### src/hdu_pkg.sv
package hdu_pkg;

    // scoreboard geometry
    localparam int SB_DEPTH   = 8;
    localparam int SB_ID_W    = $clog2(SB_DEPTH);
    localparam int REG_ADDR_W = 5;

    // at most this many valid entries still leaves room for a pair
    localparam int SB_MAX_USED_FOR_TWO = SB_DEPTH - 2;

    typedef logic [REG_ADDR_W-1:0] reg_addr_t;
    typedef logic [SB_ID_W-1:0]    sb_id_t;
    typedef logic [SB_DEPTH-1:0]   sb_mask_t;

    localparam reg_addr_t REG_ZERO = '0;  // x0, never a hazard

    // unit that will write the destination
    typedef enum logic [1:0] {
        EXU_ALU = 2'd0,
        EXU_MUL = 2'd1,
        EXU_DIV = 2'd2,
        EXU_CSR = 2'd3
    } exu_type_e;

    // bit 0 issues inst1, bit 1 issues inst2
    typedef logic [1:0] issue_t;

    localparam issue_t ISSUE_NONE  = 2'b00;
    localparam issue_t ISSUE_FIRST = 2'b01;
    localparam issue_t ISSUE_BOTH  = 2'b11;

endpackage

### src/hdu_if.sv
`timescale 1ns/100ps

// one decoded instruction as seen by the hazard unit
interface inst_if import hdu_pkg::*; ();
    logic      valid;
    reg_addr_t rd;
    reg_addr_t rs1;
    reg_addr_t rs2;
    logic      rd_we;
    exu_type_e exu;

    modport src (output valid, rd, rs1, rs2, rd_we, exu);
    modport dst (input  valid, rd, rs1, rs2, rd_we, exu);
endinterface

// current scoreboard contents
interface sb_view_if import hdu_pkg::*; ();
    sb_mask_t  entry_valid;
    sb_mask_t  entry_live;            // valid and not completing this cycle
    reg_addr_t entry_rd  [SB_DEPTH];
    exu_type_e entry_exu [SB_DEPTH];

    modport owner  (output entry_valid, entry_live, entry_rd, entry_exu);
    modport reader (input  entry_valid, entry_live, entry_rd, entry_exu);
endinterface

// slot allocation and scoreboard write enables
interface alloc_if import hdu_pkg::*; ();
    sb_id_t id1;
    sb_id_t id2;
    logic   can_two;  // at least two slots free
    logic   we1;
    logic   we2;

    modport picker   (output id1, id2, can_two);
    modport ctrl     (input  can_two, output we1, we2);
    modport sb_table (input  id1, id2, can_two, we1, we2);
endinterface

### src/scoreboard.sv
`timescale 1ns/100ps

module scoreboard import hdu_pkg::*; (
    input  logic      clk,
    input  logic      rst_n,
    input  logic      commit_valid_i,
    input  sb_id_t    commit_id_i,
    input  logic      commit2_valid_i,
    input  sb_id_t    commit2_id_i,
    inst_if.dst       inst1,
    inst_if.dst       inst2,
    alloc_if.sb_table alloc,
    sb_view_if.owner  view,
    output logic      busy_o
);

    sb_mask_t  sb_valid;
    sb_mask_t  live;
    sb_mask_t  valid_nxt;
    reg_addr_t sb_rd  [SB_DEPTH];
    exu_type_e sb_exu [SB_DEPTH];

    // completions hide their entry already in this cycle
    always_comb begin
        live = sb_valid;
        if (commit_valid_i)
            live[commit_id_i] = 1'b0;
        if (commit2_valid_i)
            live[commit2_id_i] = 1'b0;
    end

    // allocated slots are free, so set never collides with clear
    always_comb begin
        valid_nxt = live;
        if (alloc.we1)
            valid_nxt[alloc.id1] = 1'b1;
        if (alloc.we2)
            valid_nxt[alloc.id2] = 1'b1;
    end

    always_ff @(posedge clk or negedge rst_n) begin
        if (!rst_n) begin
            sb_valid <= '0;
        end else begin
            sb_valid <= valid_nxt;
        end
    end

    always_ff @(posedge clk) begin
        if (alloc.we1) begin
            sb_rd[alloc.id1]  <= inst1.rd;
            sb_exu[alloc.id1] <= inst1.exu;
        end
        if (alloc.we2) begin
            sb_rd[alloc.id2]  <= inst2.rd;
            sb_exu[alloc.id2] <= inst2.exu;
        end
    end

    assign view.entry_valid = sb_valid;
    assign view.entry_live  = live;
    assign view.entry_rd    = sb_rd;
    assign view.entry_exu   = sb_exu;

    assign busy_o = |sb_valid;  // long writes still outstanding

endmodule

### src/slot_alloc.sv
`timescale 1ns/100ps

module slot_alloc import hdu_pkg::*; (
    sb_view_if.reader view,
    alloc_if.picker   alloc
);

    logic [SB_ID_W:0] used_cnt;  // 0..SB_DEPTH
    logic             found1;
    logic             found2;
    sb_id_t           id1;
    sb_id_t           id2;
    sb_id_t           cand;

    always_comb begin
        used_cnt = '0;
        for (int i = 0; i < SB_DEPTH; i++)
            used_cnt = used_cnt + view.entry_valid[i];
    end

    // lowest free slot
    always_comb begin
        found1 = 1'b0;
        id1    = '0;
        for (int i = 0; i < SB_DEPTH; i++) begin
            if (!found1 && !view.entry_valid[i]) begin
                found1 = 1'b1;
                id1    = sb_id_t'(i);
            end
        end
    end

    // next free slot above id1, index wraps at SB_DEPTH
    always_comb begin
        found2 = 1'b0;
        id2    = '0;
        cand   = '0;
        for (int k = 1; k < SB_DEPTH; k++) begin
            cand = sb_id_t'(id1 + k);
            if (found1 && !found2 && !view.entry_valid[cand]) begin
                found2 = 1'b1;
                id2    = cand;
            end
        end
    end

    assign alloc.id1     = id1;
    assign alloc.id2     = id2;
    assign alloc.can_two = (used_cnt <= (SB_ID_W + 1)'(SB_MAX_USED_FOR_TWO));

endmodule

### src/hazard_check.sv
`timescale 1ns/100ps

module hazard_check import hdu_pkg::*; (
    inst_if.dst       inst1,
    inst_if.dst       inst2,
    sb_view_if.reader view,
    output logic      haz1_sb_o,
    output logic      haz2_sb_o,
    output logic      haz_pair_o,
    output logic      dst1_live_o,
    output logic      dst2_live_o
);

    logic     use1_rs1;
    logic     use1_rs2;
    logic     use2_rs1;
    logic     use2_rs2;
    logic     dst1;
    logic     dst2;
    sb_mask_t hit1;  // per-entry conflicts of inst1
    sb_mask_t hit2;
    logic     raw_pair;
    logic     waw_pair;

    // x0 sources and destinations never count
    assign use1_rs1 = inst1.valid && (inst1.rs1 != REG_ZERO);
    assign use1_rs2 = inst1.valid && (inst1.rs2 != REG_ZERO);
    assign use2_rs1 = inst2.valid && (inst2.rs1 != REG_ZERO);
    assign use2_rs2 = inst2.valid && (inst2.rs2 != REG_ZERO);

    assign dst1 = inst1.valid && inst1.rd_we && (inst1.rd != REG_ZERO);
    assign dst2 = inst2.valid && inst2.rd_we && (inst2.rd != REG_ZERO);

    // RAW on either source, WAW only against a different unit
    for (genvar i = 0; i < SB_DEPTH; i++) begin : g_entry
        assign hit1[i] = view.entry_live[i] && (
            (use1_rs1 && (inst1.rs1 == view.entry_rd[i])) ||
            (use1_rs2 && (inst1.rs2 == view.entry_rd[i])) ||
            (dst1 && (inst1.rd == view.entry_rd[i]) &&
                (inst1.exu != view.entry_exu[i])));

        assign hit2[i] = view.entry_live[i] && (
            (use2_rs1 && (inst2.rs1 == view.entry_rd[i])) ||
            (use2_rs2 && (inst2.rs2 == view.entry_rd[i])) ||
            (dst2 && (inst2.rd == view.entry_rd[i]) &&
                (inst2.exu != view.entry_exu[i])));
    end

    // inst2 reads what inst1 writes
    assign raw_pair = dst1 && (
        (use2_rs1 && (inst2.rs1 == inst1.rd)) ||
        (use2_rs2 && (inst2.rs2 == inst1.rd)));

    assign waw_pair = dst1 && dst2 && (inst1.rd == inst2.rd);

    assign haz1_sb_o   = |hit1;
    assign haz2_sb_o   = |hit2;
    assign haz_pair_o  = raw_pair || waw_pair;
    assign dst1_live_o = dst1;
    assign dst2_live_o = dst2;

endmodule

### src/issue_ctrl.sv
`timescale 1ns/100ps

module issue_ctrl import hdu_pkg::*; (
    input  logic   haz1_sb_i,
    input  logic   haz2_sb_i,
    input  logic   haz_pair_i,
    input  logic   dst1_live_i,
    input  logic   dst2_live_i,
    input  logic   jump_i,
    input  logic   branch_i,
    input  logic   irq_i,
    alloc_if.ctrl  alloc,
    output issue_t issue_o
);

    issue_t issue;

    // first matching rule wins
    always_comb begin
        if (!alloc.can_two) begin
            issue = ISSUE_NONE;   // no room for a pair
        end else if (irq_i) begin
            issue = ISSUE_NONE;
        end else if (haz1_sb_i) begin
            issue = ISSUE_NONE;   // inst1 blocked, hold both
        end else if (jump_i || branch_i) begin
            issue = ISSUE_FIRST;  // control flow goes alone
        end else if (haz2_sb_i || haz_pair_i) begin
            issue = ISSUE_FIRST;
        end else begin
            issue = ISSUE_BOTH;
        end
    end

    assign issue_o = issue;

    // only issued writers take a slot
    assign alloc.we1 = dst1_live_i && issue[0];
    assign alloc.we2 = dst2_live_i && issue[1];

endmodule

### src/hdu_top.sv
`timescale 1ns/100ps

module hdu_top import hdu_pkg::*; (
    input  logic      clk,
    input  logic      rst_n,

    input  logic      inst1_valid_i,
    input  reg_addr_t inst1_rd_i,
    input  reg_addr_t inst1_rs1_i,
    input  reg_addr_t inst1_rs2_i,
    input  logic      inst1_rd_we_i,
    input  exu_type_e inst1_exu_i,

    input  logic      inst2_valid_i,
    input  reg_addr_t inst2_rd_i,
    input  reg_addr_t inst2_rs1_i,
    input  reg_addr_t inst2_rs2_i,
    input  logic      inst2_rd_we_i,
    input  exu_type_e inst2_exu_i,

    input  logic      commit_valid_i,
    input  sb_id_t    commit_id_i,
    input  logic      commit2_valid_i,
    input  sb_id_t    commit2_id_i,

    input  logic      jump_i,    // inst1 is a jump
    input  logic      branch_i,  // inst1 is a branch
    input  logic      irq_i,

    output issue_t    issue_o,
    output sb_id_t    inst1_id_o,
    output sb_id_t    inst2_id_o,
    output logic      busy_o
);

    inst_if    inst1_if ();
    inst_if    inst2_if ();
    sb_view_if view_if  ();
    alloc_if   alloc_bus ();

    logic haz1_sb;
    logic haz2_sb;
    logic haz_pair;
    logic dst1_live;
    logic dst2_live;

    assign inst1_if.valid = inst1_valid_i;
    assign inst1_if.rd    = inst1_rd_i;
    assign inst1_if.rs1   = inst1_rs1_i;
    assign inst1_if.rs2   = inst1_rs2_i;
    assign inst1_if.rd_we = inst1_rd_we_i;
    assign inst1_if.exu   = inst1_exu_i;

    assign inst2_if.valid = inst2_valid_i;
    assign inst2_if.rd    = inst2_rd_i;
    assign inst2_if.rs1   = inst2_rs1_i;
    assign inst2_if.rs2   = inst2_rs2_i;
    assign inst2_if.rd_we = inst2_rd_we_i;
    assign inst2_if.exu   = inst2_exu_i;

    scoreboard u_scoreboard (
        .clk             (clk),
        .rst_n           (rst_n),
        .commit_valid_i  (commit_valid_i),
        .commit_id_i     (commit_id_i),
        .commit2_valid_i (commit2_valid_i),
        .commit2_id_i    (commit2_id_i),
        .inst1           (inst1_if),
        .inst2           (inst2_if),
        .alloc           (alloc_bus),
        .view            (view_if),
        .busy_o          (busy_o)
    );

    slot_alloc u_slot_alloc (
        .view  (view_if),
        .alloc (alloc_bus)
    );

    hazard_check u_hazard_check (
        .inst1       (inst1_if),
        .inst2       (inst2_if),
        .view        (view_if),
        .haz1_sb_o   (haz1_sb),
        .haz2_sb_o   (haz2_sb),
        .haz_pair_o  (haz_pair),
        .dst1_live_o (dst1_live),
        .dst2_live_o (dst2_live)
    );

    issue_ctrl u_issue_ctrl (
        .haz1_sb_i   (haz1_sb),
        .haz2_sb_i   (haz2_sb),
        .haz_pair_i  (haz_pair),
        .dst1_live_i (dst1_live),
        .dst2_live_i (dst2_live),
        .jump_i      (jump_i),
        .branch_i    (branch_i),
        .irq_i       (irq_i),
        .alloc       (alloc_bus),
        .issue_o     (issue_o)
    );

    // commit IDs handed to the issue stage
    assign inst1_id_o = alloc_bus.id1;
    assign inst2_id_o = alloc_bus.id2;

endmodule

### config.mk
export PLATFORM = sky130hd
export DESIGN_NAME = hdu_top
export DESIGN_NICKNAME = d
export VERILOG_FILES = /design/src/hdu_pkg.sv /design/src/hdu_if.sv /design/src/scoreboard.sv /design/src/slot_alloc.sv /design/src/hazard_check.sv /design/src/issue_ctrl.sv /design/src/hdu_top.sv
export SDC_FILE = /design/constraint.sdc
export NUM_CORES = 1
export LEC_CHECK = 0
export BUFFER_PORTS_ARGS = -buffer_cell sky130_fd_sc_hd__buf_2
export CORE_MARGIN = 4
export CORE_UTILIZATION = 30
export CTS_BUF_LIST = sky130_fd_sc_hd__clkbuf_4 sky130_fd_sc_hd__clkbuf_8
export DETAILED_ROUTE_END_ITERATION = 6
export GPL_TIMING_DRIVEN = 0
export MAX_ROUTING_LAYER = met4
export PLACE_DENSITY = 0.55
export RECOVER_POWER = 25
export SLEW_MARGIN = 20
export SYNTH_ARGS = -nofsm -noshare
export SYNTH_HDL_FRONTEND = slang
export SYNTH_SLANG_ARGS = --single-unit
### constraint.sdc
create_clock -name clk -period 5.1 [get_ports clk]
set_input_delay 0 -clock clk [delete_from_list [all_inputs] [get_ports clk]]
set_output_delay 0 -clock clk [all_outputs]
set_load 0.01 [all_outputs]
==> results of run 1 <==
worst register-to-register path, cell delays in order, from the launching register on:
cell      delay, ns
dfrtp_2        0.39
inv_2          0.06
ha_4           0.26
inv_2          0.03
fa_1           0.51
fa_1           0.43
inv_2          0.07
fa_2           0.20
inv_2          0.04
fa_2           0.51
nand3b_1       0.11
nand2_2        0.08
or4_4          0.44
or4_4          0.50
buf_4          0.19
nor3_4         0.31
nand2_2        0.26
mux2_2         0.33
mux2_2         0.25
synthesized netlist by cell type (13+ instances only):
cell type / count
xor2_1: 159
nand4_1: 40
nor2_1: 15
clkbuf_1: 65
buf_1: 13
nand2_1: 20
buf_2: 20
inv_1: 22
mux2_2: 105
nand3_1: 32
a211oi_1: 17
o21ai_0: 13
dfxtp_1: 56
a21oi_1: 22
a31oi_1: 13
nor3_1: 47
xnor2_1: 132
final cells by class:
| class | count | area, sq um | share of cell area |
|---|---|---|---|
| Multi-Input combinational cell | 781 | 6660 | 0.690 |
| Sequential cell | 64 | 1320 | 0.137 |
| Buffer | 101 | 455 | 0.0472 |
| Timing Repair Buffer | 64 | 454 | 0.0471 |
| Tap cell | 341 | 427 | 0.0442 |
| Clock buffer | 11 | 145 | 0.0150 |
| Inverter | 24 | 98.8 | 0.0102 |
| Clock inverter | 5 | 80.1 | 0.00830 |
| Antenna cell | 1 | 2.50 | 0.000259 |
power by group through the flow:
stage                     sequential [mW]  combinational (mW)  clock (mW)
final                               0.756                3.06       0.508
after global routing                0.772                3.32       0.540
after CTS                           0.752                2.92       0.514
after detailed placement            0.768                2.73           0
after global placement              0.763                2.68           0
after floorplan                     0.745                2.11           0
state kept, by name (all words and copies together) (netlist names):
name	count
u_scoreboard.view.entry_exu	16
u_scoreboard.view.entry_valid	8
u_scoreboard.view.entry_rd	40
how the worst max path moves through the flow:
stage,to,cells after the start,from,slack [ns]
floorplan,u_scoreboard.view.entry_exu[8],19,u_scoreboard.view.entry_valid[1],0.01
global placement,u_scoreboard.view.entry_rd[7],19,u_scoreboard.view.entry_valid[1],-1.23
detailed placement,u_scoreboard.view.entry_rd[7],19,u_scoreboard.view.entry_valid[1],-1.38
CTS,u_scoreboard.view.entry_exu[11],19,u_scoreboard.view.entry_valid[1],-0.04
global route,u_scoreboard.view.entry_rd[1],19,u_scoreboard.view.entry_valid[1],-0.14
finish,u_scoreboard.view.entry_rd[21],18,u_scoreboard.view.entry_valid[1],0.007
layout by cell type, fill, tap and decap left out, drive strengths merged, types with 7 or more instances in the layout:
cell type	instances
nand4	41
or4	11
mux2	112
dfrtp	8
nand3	32
o21a	8
xnor2	132
nor2	15
buf	97
inv	22
clkbuf	78
xor2	159
nor3	47
and3	7
ha	12
a21oi	22
o21ai	14
nand2	28
dfxtp	56
a211oi	17
a31oi	13
through the flow:
| stage | total power, mW | TNS (ns) | hold WS (ns) | setup WS, ns |
|---|---|---|---|---|
| 2_1_floorplan | 2.86 | 0 | -0.296 | 0.0116 |
| 3_3_place_gp | 3.45 | -64.81 | -0.139 | -1.23 |
| 3_5_place_dp | 3.49 | -74.41 | -0.134 | -1.38 |
| 4_1_cts | 4.18 | -0.357 | 0.0182 | -0.0393 |
| 5_1_grt | 4.63 | -3.85 | 0.0847 | -0.137 |
| 6_report | 4.32 | 0 | 0.0854 | 0.00711 |
what timing repair did:
action | CTS | global route
buffers inserted | 20 | 10
pin swaps | 10 | 11
hold endpoints to repair | 8 | 0
gates cloned | 0 | 0
hold buffers | 1 | 0
setup endpoints to repair | 67 | 66
gates resized for setup | 35 | 41
cell families (layout without fill, tap and decap cells):
| kind of cell | count (synthesis) | after routing | share of synthesized area |
|---|---|---|---|
| flip-flops | 64 | 64 | 0.160 |
| buffers and inverters | 127 | 205 | 0.0648 |
| AO/OA/AOI/OAI | 137 | 137 | 0.122 |
| XOR/XNOR | 291 | 291 | 0.308 |
| other | 0 | 1 | 0 |
| AND/OR/NAND/NOR | 221 | 221 | 0.155 |
| adder cells (fa/ha/maj) | 16 | 16 | 0.0278 |
| multiplexers | 116 | 116 | 0.163 |
metal layers:
metal / routed length, um / GRT usage / vias up
met3: 1800 / 0.0361 / 54
met4: 995 / 0.0610 / 0
met1: 13100 / 0.246 / 3741
li1: - / - / 3589
met5: 0 / - / -
met2: 13000 / 0.292 / 259
==> results.yml, run 1 <==
logic_synthesis:
  syn_area_sq_um: 8280
  ys_warn_count: 0
  avgSynthCellArea_sq_um: 8.52
  synth_nets: 1039
  synth_area_leaders: "xor2_1 17%, mux2_2 14%, xnor2_1 14%"
  synth_edf_count: 0
  yosysTopAreaCell: "xor2_1"
  ys_seq_area_frac: 0.160
  async_reset_ff_frac: 0.125
  synthDistinctLibCells: 83
  syn_inst: 972
  synth_flop_cell: "dfxtp_1"
  synth_top_area_share: 0.168
  ys_ff_latch: 64
critical_path:
  crit-reg2reg-launch: "u_scoreboard.view.entry_valid[1]"
  crit_required_ns: 5.34
  r2r_slack_ns: 0.007
  slowest_stage: "fa_1"
  path_buf_inv: 5
  crit_path_max_incr_delay_ns: 0.51
  cp_common_cell: "inv_2"
  r2r_cells: 18
  path_class: "flop to flop"
  critPathCaptureType: "flop"
  crit_chain: "inv_2, ha_4, inv_2, fa_1, fa_1, inv_2, fa_2, inv_2, fa_2, nand3b_1, nand2_2, or4_4, or4_4, buf_4, nor3_4, nand2_2, mux2_2, mux2_2"
  critPathArrivalTime_ns: 5.34
  critPathMaxFanout: 8
  startpoint_type: "flop"
  crit_family: "adder cells"
  r2r_end: "u_scoreboard.view.entry_rd[21]"
floorplanning:
  initial_core_util: 0.306
  die_h_um: 174
  dieArea_sq_um: 30300
  fp.coreArea_sq_um: 27000
  die_width_um: 174
  rows: 60
  io-pin-count: 60
routing:
  remaining_drc_errors: 0
  vias_per_cell: 5.49
  vias: 7643
  drt_iter0_markers: 665
  postRouteAntennaNets: 0
  drt_pass1_iterations: 5
  wirelength_um: 29000
  drt-wirelength-per-cell_um: 20.8
outcome:
  status: "finished, final reports clean"
timing:
  clock_skew_ns: 0.00892
  relSlewSlack: 0.201
  worst_slew_pin_slew_ns: 1.18
  hold_viol_final: 0
  rsz0062_at_grt: "yes"
  slew_viol_final: 0
  max_freq_ghz: 0.196
  finalSetupViolations: 0
  fin_crit_ns: 5.09
  finalCritPeriodShare: 0.999
pwr:
  p_seq_frac: 0.175
  intPower_mw: 2.29
  swShare: 0.471
  vdd_drop_max_mv: 0.128
  comb_power_share: 0.707
  leakagePower_nw: 3.81
  power_density_nw_per_um2: 448
  clockPowerShare: 0.118
  p_switching_mw: 2.03
flow_run:
  maxCapViolCount: 0
clock_tree:
  cts_sinks: 64
  clk_latency_ns: 0.36
  htree_levels: 3
  cts_buffer_depth: 2
  cts-buffers-inserted: 9
  cts_root_buf: "clkbuf_8"
  clk_pin_slew_worst_paths_ns: 0.07
  tritoncts: "built"
worst_hold_path:
  hold_end: "u_scoreboard.view.entry_valid[4]"
  hp-start: "commit_id_i[1]"
  hold_depth: 3
  hold_path_class: "primary input to flop"
global_routing:
  grt_antenna_before_repair: 1
  grt_max_degree: 12
  gr-total-overflow: 0
  grt_pass1_wl_um: 43700
  grt_pass1_vias: 7242
  grt_usage: 0.188
finish:
  area_growth_pct: 16.5
  design_area_sq_um: 9650
  post-route-util: 0.357
  fin_nets: 1112
  drive_gt1_frac: 0.270
  finalNonFillerCells: 1392
  n_fill_cell: 2768
placed_design:
  gp_congestion: 0.908
  place_area_sq_um: 8890
  dp_hpwl_um: 21700
  dp.cells: 1346
  port_buffers: 31
Note: power is estimated with default switching activity, not from simulation.
==> inputs of run 2 (changes only) <==
--- a/config.mk
+++ b/config.mk
@@ -5,6 +5,7 @@
 export SDC_FILE = /design/constraint.sdc
 export NUM_CORES = 1
 export LEC_CHECK = 0
+export ABC_AREA = 1
 export BUFFER_PORTS_ARGS = -buffer_cell sky130_fd_sc_hd__buf_2
 export CORE_MARGIN = 4
 export CORE_UTILIZATION = 30
==> results.yml, run 2 <==
outcome:
  status: "finished, final reports clean"
finish:
  post-route-util: 0.336
  fin_nets: 1500
  drive_gt1_frac: 0.0869
  design_area_sq_um: 9680
  final_common_cell: "nand2_1"
  area_growth_pct: 10.3
  finalNonFillerCells: 1822
  most-common-layout-cells: "381 x nand2_1, 187 x nand3_1, 172 x xor2_1"
  antenna-diode-count: 0
  largest_register_ffs: 40
  n_fill_cell: 3143
clock_tree:
  htree_levels: 3
  cts_sinks: 64
  clk_pin_slew_worst_paths_ns: 0.08
  cts_buffer_depth: 2
  tritoncts: "built"
  cts-buffers-inserted: 9
  clk_latency_ns: 0.38
  cts_root_buf: "clkbuf_8"
timing:
  finalSetupViolations: 0
  relSlewSlack: 0.357
  hold_viol_final: 0
  max_freq_ghz: 0.202
  slew_viol_final: 0
  setup-tns-final_ns: 0
  worst_slew_pin_slew_ns: 0.964
  clock_skew_ns: 0.0143
  finalCritPeriodShare: 0.971
  rsz0062_at_grt: "no"
  fin_crit_ns: 4.95
logic_synthesis:
  syn_area_sq_um: 8780
  async_reset_ff_frac: 0.125
  ys_ff_latch: 64
  ys_seq_area_frac: 0.151
  synth_top_family_by_area: "simple AND/OR/NAND/NOR gates"
  yosys.area_share.simple: 0.397
  ys_warn_count: 0
  yosysMostFrequentCell: "nand2_1"
  synth_area_leaders: "xor2_1 17%, nand2_1 16%, dfxtp_1 13%"
  synth_top_area_share: 0.172
  synthDistinctLibCells: 48
  syn_inst: 1389
  synth_compound_area_frac: 0.0659
  synth_edf_count: 0
  yosysTopAreaCell: "xor2_1"
  avgSynthCellArea_sq_um: 6.32
  synth_flop_cell: "dfxtp_1"
  synth_nets: 1456
  synth_mux_area_frac: 0
  synth_common_cells: "379 x nand2_1, 188 x nand3_1, 172 x xor2_1"
  synth-xor-area-share: 0.270
  synth_fa_ha_area_frac: 0.0262
pwr:
  leakagePower_nw: 4.39
  power_density_nw_per_um2: 543
  total_power_mw: 5.25
  vdd_drop_max_mv: 0.248
placed_design:
  dp.cells: 1801
  dp_hpwl_um: 26700
  gp_congestion: 1.01
  port_buffers: 28
  place_area_sq_um: 9400
flow_run:
  maxCapViolCount: 0
critical_path:
  crit-reg2reg-launch: "u_scoreboard.view.entry_valid[0]"
  critPathArrivalTime_ns: 4.95
  crit_required_ns: 5.10
  critPathCaptureType: "output port"
  startpoint_type: "flop"
  path_class: "flop to output port"
  critPathMaxFanout: 10
  critPathLaunch: "u_scoreboard.view.entry_valid[0]"
global_routing:
  grt_usage: 0.231
  grt_pass1_wl_um: 54300
  met3_usage: 0.0588
  top_usage_layer: "met2"
  grt_antenna_before_repair: 0
  grt.met2_usage: 0.365
  use_met1: 0.291
  gr-total-overflow: 0
  grt_max_degree: 13
  grt_pass1_vias: 8807
worst_hold_path:
  hold_path_class: "primary input to asynchronous set/reset pin"
routing:
  drt_iter0_markers: 1131
  drt_pass1_iterations: 5
  drt-wirelength-per-cell_um: 20.2
  wirelength_um: 36900
  postRouteAntennaNets: 0
  vias: 9620
  remaining_drc_errors: 0
  vias_per_cell: 5.28
floorplanning:
  rows: 62
  die_width_um: 179
  initial_core_util: 0.305
  io-pin-count: 60
  dieArea_sq_um: 32100
  fp.coreArea_sq_um: 28800
  die_h_um: 179
-- run 2: cell count changes after synthesis, moves of 17 or more --
| cell | before | now |
|---|---|---|
| nand2_1 | 20 | 379 |
| o21ai_0 | 13 | 63 |
| nor2_1 | 15 | 34 |
| mux2_2 | 105 | 0 |
| inv_1 | 22 | 61 |
| nor4_1 | 3 | 20 |
| nand3_1 | 32 | 188 |
| xnor2_1 | 132 | 99 |
-- run 2: layout make-up --
| class | instances | area (sq um) | share of cell area |
|---|---|---|---|
| multi-input combinational | 1136 | 6670 | 0.690 |
| sequential | 64 | 1320 | 0.137 |
| buffer | 122 | 548 | 0.0566 |
| tap | 384 | 480 | 0.0497 |
| inverter | 67 | 251 | 0.0260 |
| timing repair buffer | 33 | 179 | 0.0185 |
| clock buffer | 9 | 124 | 0.0128 |
| clock inverter | 7 | 96.3 | 0.00996 |
-- run 2: report_power, final --
group / internal (mW) / switching (mW) / total [mW]
combinational: 1.32 / 2.55 / 3.88
clock: 0.276 / 0.238 / 0.514
sequential: 0.706 / 0.154 / 0.861
total: 2.31 / 2.95 / 5.25
-- run 2: through the flow --
step / worst slack (ns) / hold WS, ns
after global placement: -0.153 / -0.149
after floorplan: 0.773 / -0.296
final: 0.146 / 0.0850
after CTS: 0.0349 / 0.00906
after global routing: 0.00598 / 0.130
after detailed placement: -0.194 / -0.147
-- run 2: routing by layer --
layer / wire length (um) / vias to the layer above
met1: 15200 / 4485
met5: 0 / -
met4: 1330 / 0
li1: - / 4609
met2: 16900 / 428
met3: 3450 / 98
-- run 2: kinds of logic (layout without fill, tap and decap cells) --
kind of cell	after synthesis	after routing
AO/OA/AOI/OAI	99	99
XOR/XNOR	271	271
flip-flops	64	64
buffers and inverters	189	238
AND/OR/NAND/NOR	750	750
adder cells (fa/ha/maj)	16	16
-- run 2: path summary, 6_finish.rpt --
| kind | end | slack, ns | cells after the start |
|---|---|---|---|
| min reg2reg | u_scoreboard.view.entry_exu[6] | 0.62 | 4 |
| max reg2reg | u_scoreboard.view.entry_rd[18] | 0.21 | 22 |
| min in group clk | u_scoreboard.view.entry_valid[2] | 0.11 | 5 |
| min | u_scoreboard.view.entry_valid[2] | 0.09 | 2 |
| max in group asynchronous | u_scoreboard.view.entry_valid[0] | 4.69 | 2 |
| max | issue_o[1] | 0.15 | 18 |
-- run 2: repair_timing --
item / CTS / global route
hold buffers: 1 / 0
hold endpoints to repair: 8 / 0
setup endpoints to repair: 63 / 61
buffers inserted: 0 / 4
pin swaps: 0 / 1
resized for setup: 5 / 11
-- run 2: critical path, stage by stage (launching register included) --
cell     delay [ns]
dfrtp_2        0.45
inv_1          0.11
ha_1           0.28
inv_1          0.05
fa_1           0.50
fa_1           0.49
inv_1          0.09
fa_1           0.20
inv_1          0.06
fa_1           0.37
or2_2          0.30
a41o_1         0.29
a21oi_1        0.14
nand3_1        0.13
nor3_4         0.26
buf_4          0.24
buf_4          0.23
and2_1         0.22
buf_2          0.15
